File: src/logic/armPipe_macros.svh
`ifndef ARMPIPE_MACROS_SVH
`define ARMPIPE_MACROS_SVH

// datapath width of the whole slice
`define DATA_W 64

// 64-bit words held in the data memory
`define DMEM_DEPTH 32

// R-format opcodes, instruction bits 31 to 21
`define OP_ADD 11'b10001011000
`define OP_SUB 11'b11001011000
`define OP_AND 11'b10001010000
`define OP_ORR 11'b10101010000

// I-format opcodes are only 10 bits wide, bits 31 to 22
`define OP_ADDI 10'b1001000100
`define OP_SUBI 10'b1101000100

`endif
File: src/logic/armPipePkg.sv
`include "armPipe_macros.svh"

package armPipePkg;

  typedef enum logic [1:0] {
    opMemAddr = 2'b00, // address calculation for loads and stores
    opPassB   = 2'b01, // compare-and-branch looks at the second operand only
    opRegType = 2'b10,
    opImmType = 2'b11
  } aluOpT;

  typedef enum logic [1:0] {
    srcReg     = 2'b00,
    srcSignExt = 2'b01,
    srcImm12   = 2'b10
  } aluSrcT;

  typedef enum logic [3:0] {
    funcAnd   = 4'b0000,
    funcOr    = 4'b0001,
    funcAdd   = 4'b0010,
    funcSub   = 4'b0110,
    funcPassB = 4'b0111,
    funcNor   = 4'b1100
  } aluFuncT;

  typedef struct packed {
    logic branch;
    logic branchZero;
    logic branchNotZero;
    logic memRead;
    logic memWrite;
    logic memToReg;
    logic regWrite;
  } ctrlT;

  typedef struct packed {
    logic [`DATA_W-1:0] pc;
    logic [31:0]        instruction;
    logic [`DATA_W-1:0] signExt;
    logic [`DATA_W-1:0] data1;
    logic [`DATA_W-1:0] data2;
    aluSrcT             aluSrc;
    aluOpT              aluOp;
    ctrlT               ctrl;
  } idExT;

  typedef struct packed {
    logic [4:0]         destReg;
    logic [`DATA_W-1:0] branchTarget;
    logic [`DATA_W-1:0] result;
    logic [`DATA_W-1:0] storeData;
    logic               zero;
    ctrlT               ctrl;
  } exMemT;

  typedef struct packed {
    logic               regWrite;
    logic [4:0]         destReg;
    logic [`DATA_W-1:0] writeData;
  } wbT;

endpackage

File: src/logic/armPipe.sv
`timescale 1ns/10ps
`include "armPipe_macros.svh"

module armPipe (
  input  logic               clk,
  input  logic               rstN,
  input  logic               inValid,
  input  armPipePkg::idExT   inBundle,
  output logic               wbValid,
  output armPipePkg::wbT     wb,
  output logic               pcSrc,
  output logic [`DATA_W-1:0] branchAddress
);

  logic              exValid;
  armPipePkg::idExT  exBundle;
  armPipePkg::exMemT exResult;
  logic              memValid;
  armPipePkg::exMemT memBundle;

  pipeReg #(.payloadT(armPipePkg::idExT)) i_idExReg (
    .clk      (clk),
    .rstN     (rstN),
    .inValid  (inValid),
    .inData   (inBundle),
    .outValid (exValid),
    .outData  (exBundle)
  );

  executeStage i_executeStage (
    .idEx  (exBundle),
    .exMem (exResult)
  );

  pipeReg #(.payloadT(armPipePkg::exMemT)) i_exMemReg (
    .clk      (clk),
    .rstN     (rstN),
    .inValid  (exValid),
    .inData   (exResult),
    .outValid (memValid),
    .outData  (memBundle)
  );

  memoryStage i_memoryStage (
    .clk           (clk),
    .rstN          (rstN),
    .inValid       (memValid),
    .exMem         (memBundle),
    .wbValid       (wbValid),
    .wb            (wb),
    .pcSrc         (pcSrc),
    .branchAddress (branchAddress)
  );

endmodule

File: src/logic/memoryStage.sv
`timescale 1ns/10ps
`include "armPipe_macros.svh"

module memoryStage (
  input  logic               clk,
  input  logic               rstN,
  input  logic               inValid,
  input  armPipePkg::exMemT  exMem,
  output logic               wbValid,
  output armPipePkg::wbT     wb,
  output logic               pcSrc,
  output logic [`DATA_W-1:0] branchAddress
);

  localparam int ADDR_W = $clog2(`DMEM_DEPTH);

  logic [`DATA_W-1:0] dmem [`DMEM_DEPTH];
  logic [ADDR_W-1:0]  wordIdx;
  logic [`DATA_W-1:0] loadWord;
  logic [`DATA_W-1:0] writeData;
  logic               taken;
  logic               wbRegWrite;
  logic [4:0]         wbDestReg;
  logic [`DATA_W-1:0] wbWriteData;

  assign wordIdx  = exMem.result[ADDR_W+2:3]; // byte address, words are eight bytes
  assign loadWord = dmem[wordIdx];

  always_comb
  begin
    taken = exMem.ctrl.branch
         | (exMem.ctrl.branchZero & exMem.zero)
         | (exMem.ctrl.branchNotZero & ~exMem.zero);
  end

  assign writeData = exMem.ctrl.memToReg ? loadWord : exMem.result;

  always_ff @(posedge clk or negedge rstN)
  begin
    if (!rstN)
    begin
      for (int i = 0; i < `DMEM_DEPTH; i++)
      begin
        dmem[i] <= '0; // loads before any store read back zero
      end
    end
    else if (inValid && exMem.ctrl.memWrite)
    begin
      dmem[wordIdx] <= exMem.storeData;
    end
  end

  always_ff @(posedge clk or negedge rstN)
  begin
    if (!rstN)
    begin
      wbValid    <= 1'b0;
      wbRegWrite <= 1'b0;
      pcSrc      <= 1'b0;
    end
    else
    begin
      wbValid    <= inValid;
      wbRegWrite <= inValid & exMem.ctrl.regWrite;
      pcSrc      <= inValid & taken; // a one-cycle redirect pulse per taken branch
    end
  end

  always_ff @(posedge clk)
  begin
    if (inValid)
    begin
      wbDestReg     <= exMem.destReg;
      wbWriteData   <= writeData;
      branchAddress <= exMem.branchTarget;
    end
  end

  always_comb
  begin
    wb.regWrite  = wbRegWrite;
    wb.destReg   = wbDestReg;
    wb.writeData = wbWriteData;
  end

endmodule

File: src/logic/executeStage.sv
`timescale 1ns/10ps
`include "armPipe_macros.svh"

module executeStage (
  input  armPipePkg::idExT  idEx,
  output armPipePkg::exMemT exMem
);

  armPipePkg::aluFuncT aluFunc;
  logic [`DATA_W-1:0]  operandB;
  logic [`DATA_W-1:0]  result;
  logic [`DATA_W-1:0]  branchTarget;

  aluControl i_aluControl (
    .aluOp   (idEx.aluOp),
    .opcode  (idEx.instruction[31:21]),
    .aluFunc (aluFunc)
  );

  always_comb
  begin
    case (idEx.aluSrc)
      armPipePkg::srcReg:
      begin
        operandB = idEx.data2;
      end
      armPipePkg::srcSignExt:
      begin
        operandB = idEx.signExt;
      end
      armPipePkg::srcImm12:
      begin
        operandB = {{(`DATA_W-12){1'b0}}, idEx.instruction[21:10]}; // unsigned 12-bit field
      end
      default:
      begin
        operandB = idEx.data2; // the unused encoding behaves like a register operand
      end
    endcase
  end

  always_comb
  begin
    case (aluFunc)
      armPipePkg::funcAnd:
      begin
        result = idEx.data1 & operandB;
      end
      armPipePkg::funcOr:
      begin
        result = idEx.data1 | operandB;
      end
      armPipePkg::funcSub:
      begin
        result = idEx.data1 - operandB;
      end
      armPipePkg::funcPassB:
      begin
        result = operandB; // zero then reflects data2 for CBZ and CBNZ
      end
      armPipePkg::funcNor:
      begin
        result = ~(idEx.data1 | operandB);
      end
      default:
      begin
        result = idEx.data1 + operandB;
      end
    endcase
  end

  // branch offsets count instructions, so scale by four bytes
  assign branchTarget = idEx.pc + (idEx.signExt << 2);

  always_comb
  begin
    exMem.destReg      = idEx.instruction[4:0];
    exMem.branchTarget = branchTarget;
    exMem.result       = result;
    exMem.storeData    = idEx.data2;
    exMem.zero         = (result == '0);
    exMem.ctrl         = idEx.ctrl;
  end

endmodule

File: src/logic/aluControl.sv
`timescale 1ns/10ps
`include "armPipe_macros.svh"

module aluControl (
  input  armPipePkg::aluOpT   aluOp,
  input  logic [10:0]         opcode,
  output armPipePkg::aluFuncT aluFunc
);

  always_comb
  begin
    aluFunc = armPipePkg::funcAdd; // anything not decoded below falls back to add
    case (aluOp)
      armPipePkg::opMemAddr:
      begin
        aluFunc = armPipePkg::funcAdd;
      end
      armPipePkg::opPassB:
      begin
        aluFunc = armPipePkg::funcPassB;
      end
      armPipePkg::opRegType:
      begin
        case (opcode)
          `OP_ADD: aluFunc = armPipePkg::funcAdd;
          `OP_SUB: aluFunc = armPipePkg::funcSub;
          `OP_AND: aluFunc = armPipePkg::funcAnd;
          `OP_ORR: aluFunc = armPipePkg::funcOr;
          default: aluFunc = armPipePkg::funcAdd;
        endcase
      end
      armPipePkg::opImmType:
      begin
        // the immediate forms only define the upper ten bits
        case (opcode[10:1])
          `OP_ADDI: aluFunc = armPipePkg::funcAdd;
          `OP_SUBI: aluFunc = armPipePkg::funcSub;
          default:  aluFunc = armPipePkg::funcAdd;
        endcase
      end
      default:
      begin
        aluFunc = armPipePkg::funcAdd;
      end
    endcase
  end

endmodule

File: src/logic/pipeReg.sv
`timescale 1ns/10ps

module pipeReg #(
  parameter type payloadT = logic
) (
  input  logic    clk,
  input  logic    rstN,
  input  logic    inValid,
  input  payloadT inData,
  output logic    outValid,
  output payloadT outData
);

  always_ff @(posedge clk or negedge rstN)
  begin
    if (!rstN)
    begin
      outValid <= 1'b0;
    end
    else
    begin
      outValid <= inValid; // no back-pressure so the stage always advances
    end
  end

  always_ff @(posedge clk)
  begin
    if (inValid)
    begin
      outData <= inData; // idle cycles keep the last bundle
    end
  end

endmodule

File: config.mk
export PLATFORM = sky130hd
export DESIGN_NAME = armPipe
export DESIGN_NICKNAME = d
export VERILOG_FILES = /design/src/logic/armPipePkg.sv /design/src/logic/armPipe.sv /design/src/logic/memoryStage.sv /design/src/logic/executeStage.sv /design/src/logic/aluControl.sv /design/src/logic/pipeReg.sv
export VERILOG_INCLUDE_DIRS = /design/src /design/src/logic
export SDC_FILE = /design/constraint.sdc
export NUM_CORES = 2
export LEC_CHECK = 0
export BUFFER_PORTS_ARGS = -buffer_cell sky130_fd_sc_hd__buf_2
export CAP_MARGIN = 0
export CORE_MARGIN = 4
export CORE_UTILIZATION = 45
export CTS_BUF_LIST = sky130_fd_sc_hd__clkbuf_8 sky130_fd_sc_hd__clkbuf_16
export CTS_CLUSTER_SIZE = 20
export DETAILED_ROUTE_END_ITERATION = 8
export PLACE_DENSITY_LB_ADDON = 0.05
export SLEW_MARGIN = 30
export SYNTH_ARGS = -nofsm -noshare
export SYNTH_HDL_FRONTEND = slang
export SYNTH_HIERARCHICAL = 1
export SYNTH_SLANG_ARGS = --single-unit
File: constraint.sdc
create_clock -name clk -period 8.8 [get_ports clk]
set_input_delay 0.44 -clock clk [delete_from_list [all_inputs] [get_ports clk]]
set_output_delay 0.44 -clock clk [all_outputs]
set_load 0.03 [all_outputs]
==> summary.md <==
| Metric | Value |
|---|---|
| Placed cell area | 131000 um^2 |
| Vias/cell | 5.97 |
| H-tree depth | 5 |
| Syn Area/Cell | 13.9 um^2 |
| Hold Fails Final Rpt | 0 |
| Clock tree sinks | 2683 |
| Relative slew slack | -24.7% |
| Setup Crit Path Kind | register to register |
| Crit. End Element | register |
| Status | finished with violations |
| Vias in the first global route | 83200 |
| Total Routed Length | 425000 um |
| Area grow syn2layout | 14.4% |
| Syn nets | 9528 |
| Post-layout min period | 7.77 ns |
| Post-CTS setup buffers | 0 |
| Row count | 194 |
| Setup TNS | 0 ns |
| Die extent in y | 537 um |
| Top Ports | 438 |
| Clock tree root buffer cell | clkbuf_16 |
| Clock latency on the worst-skew pair | 0.90 ns |
| Synthesized instance count | 9095 |
| Global route total overflow | 0 |
| Residual DRC | 0 |
| Clock-pin slew on the worst setup and hold paths | 0.06 ns |
| Clk buf depth | 4 |
| Non-Filler Cell Area, Final | 144000 um^2 |
| Die X | 537 um |
| CP arrival | 8.47 ns |
| HP Class | input pin to register |
| I/O Buffers | 431 |
| Core Box Area | 279000 um^2 |
| Setup Skew | 0.0450 ns |
| Full die area | 289000 um^2 |
| Post-Route Utilization | 51.7% |
| Starting density of the core | 45.2% |
| Fraction of layout cells with a size suffix above 1 | 34.7% |
| Final net count | 9973 |
| LEAKAGE | 0.0650 uW |
| Global-route wire length before repair | 610000 um |
| Detailed placer's ending HPWL | 258000 um |
| Initial antenna violation count | 31 |
| Crit-path max FO | 82 |
| Power Total | 44900 uW |
| DR vias | 80700 |
| Post_cts resized | 0 |
| First-pass DRT Iterations | 8 |
| Startpoint Class | register |
| Max cap viols | 0 |
| Peak VDD IR | 0.000192 V |
| Synth warn | 6 |
| Fin. max-slew vios | 38 |
| Gr usage total | 29.0% |
| Failing checks | slew limit |
| TritonCTS buffer count | 299 |
| FMAX | 129 MHz |
| Post-DRT Antenna Nets | 0 |
| Cell Pwr Density | 311 nW/um^2 |
| GPL Wtd Cong | 0.889 |
| Final setup vio count | 0 |
| Req. time, crit path | 9.50 ns |
| CTS tree | yes |
| Mapped Area | 126000 um^2 |
| Final worst-path cycle share | 88.3% |
| Drt wl/cell | 31.5 um |
| Initial DRC Count | 6430 |
| Largest net degree at the start of global routing | 183 |
| RSZ-0062 raised after global routing | false |
| Least-Margin Pin Slew | 1.87 ns |
## worst max-delay path, cell delays in order, from the launching register on
cell and delay [ns]:
edfxtp_1 0.43, ha_4 0.44, buf_4 0.65, o21ai_0 0.40, or3_1 0.47, nor3b_2 0.46, and3_1 0.31, nand2_1 0.11
o21ai_1 0.21, o21ai_1 0.22, or2_1 0.40, nor2_1 0.16, xnor2_1 0.15, ha_1 0.34, a21o_1 0.24, or3_1 0.31
o21ai_1 0.32, nand2_1 0.11, a2111oi_0 0.38, nor2_1 0.19, nand3_1 0.12, nand2_1 0.07, xnor2_1 0.13, o21ai_0 0.16
nor4b_2 0.36, nand4b_1 0.19, nor4_2 0.25
## final cells by class
cell class                 instances  area [um^2]
clock inverter                   190         1580
inverter                          68          255
tap                             3724         4660
fill                           23700       135000
antenna                           12         30.0
multi-input combinational       5525        51400
timing repair buffer             963         7870
clock buffer                     348         8220
sequential                      2683        70300
## sequential cells by signal (all words and copies together) (netlist names)
| name | flops |
|---|---|
| i_memoryStage/wbDestReg | 5 |
| i_memoryStage/pcSrc | 1 |
| i_idExReg/outValid | 1 |
| i_memoryStage/wbWriteData | 64 |
| i_exMemReg/outValid | 1 |
| i_memoryStage/wbValid | 1 |
| i_memoryStage/dmem | 2048 |
| i_memoryStage/wbRegWrite | 1 |
| i_memoryStage/branchAddress | 64 |
| i_idExReg/outData | 293 |
| i_exMemReg/outData | 204 |
## metrics by stage
stage	hold slack [ns]	cells	setup slack, ns
4_1_cts	0.0175	13500	1.03
3_3_place_gp	0.403	12600	1.06
2_1_floorplan	0.144	9095	2.67
3_5_place_dp	0.405	12600	1.04
6_report	0.0622	13500	1.03
5_1_grt	0.0423	13500	0.406
## placed cells by master, fill, tap and decap left out, types with 32 or more instances in the layout
cell type and n:
dfrtp_1 2051, mux2_2 1949, mux2i_1 711, edfxtp_1 630, buf_2 429, clkbuf_16 305, dlygate4sd3_1 294, o22ai_1 283
nor2_1 264, a21oi_1 229, nand2_1 205, o21ai_0 183, mux4_2 159, inv_1 136, buf_4 133, ha_1 128
a22oi_1 121, xnor2_1 107, nor3_1 92, a31oi_1 78, nand3_1 67, xor2_1 64, a21o_1 63, mux2_4 60
clkinv_2 50, maj3_1 46, clkbuf_8 43, nand2b_1 42, a211o_1 42, mux2_1 42, o211ai_1 38, buf_6 38
nor4_1 35, nand4_1 34, a22o_1 32
## power by group
part / switching [uW] / internal, uW
registers: 2160 / 16900
logic: 7050 / 6350
clock network: 5200 / 7300
total: 14400 / 30500
## per-layer routing
layer,track usage (%),up-vias,part of all wire (%)
met5,0,-,0.0061
li1,-,34700,-
met3,4.76,586,5.9
met2,46.3,2444,46
met4,6.93,4,2.7
met1,41.6,42900,45
## repair_timing
action	CTS	global route
endpoints found under the setup margin	0	0
hold buffers	294	0
endpoints found under the hold margin	404	0
## path summary, 6_finish.rpt
kind | to | start | cells past startpoint | slack (ns)
min in group asynchronous | i_memoryStage/dmem[211] | rstN | 2 | 0.17
worst max register to register | i_exMemReg/outData[7] | i_idExReg/outData[10] | 26 | 1.03
worst min register to register | i_memoryStage/branchAddress[61] | i_exMemReg/outData[197] | 0 | 0.42
worst max-delay path | i_exMemReg/outData[7] | i_idExReg/outData[10] | 26 | 1.03
max in group asynchronous | i_idExReg/outValid | rstN | 4 | 6.37
worst min-delay path | i_idExReg/outData[206] | inValid | 1 | 0.06
Power figures use the tool's default switching activity.
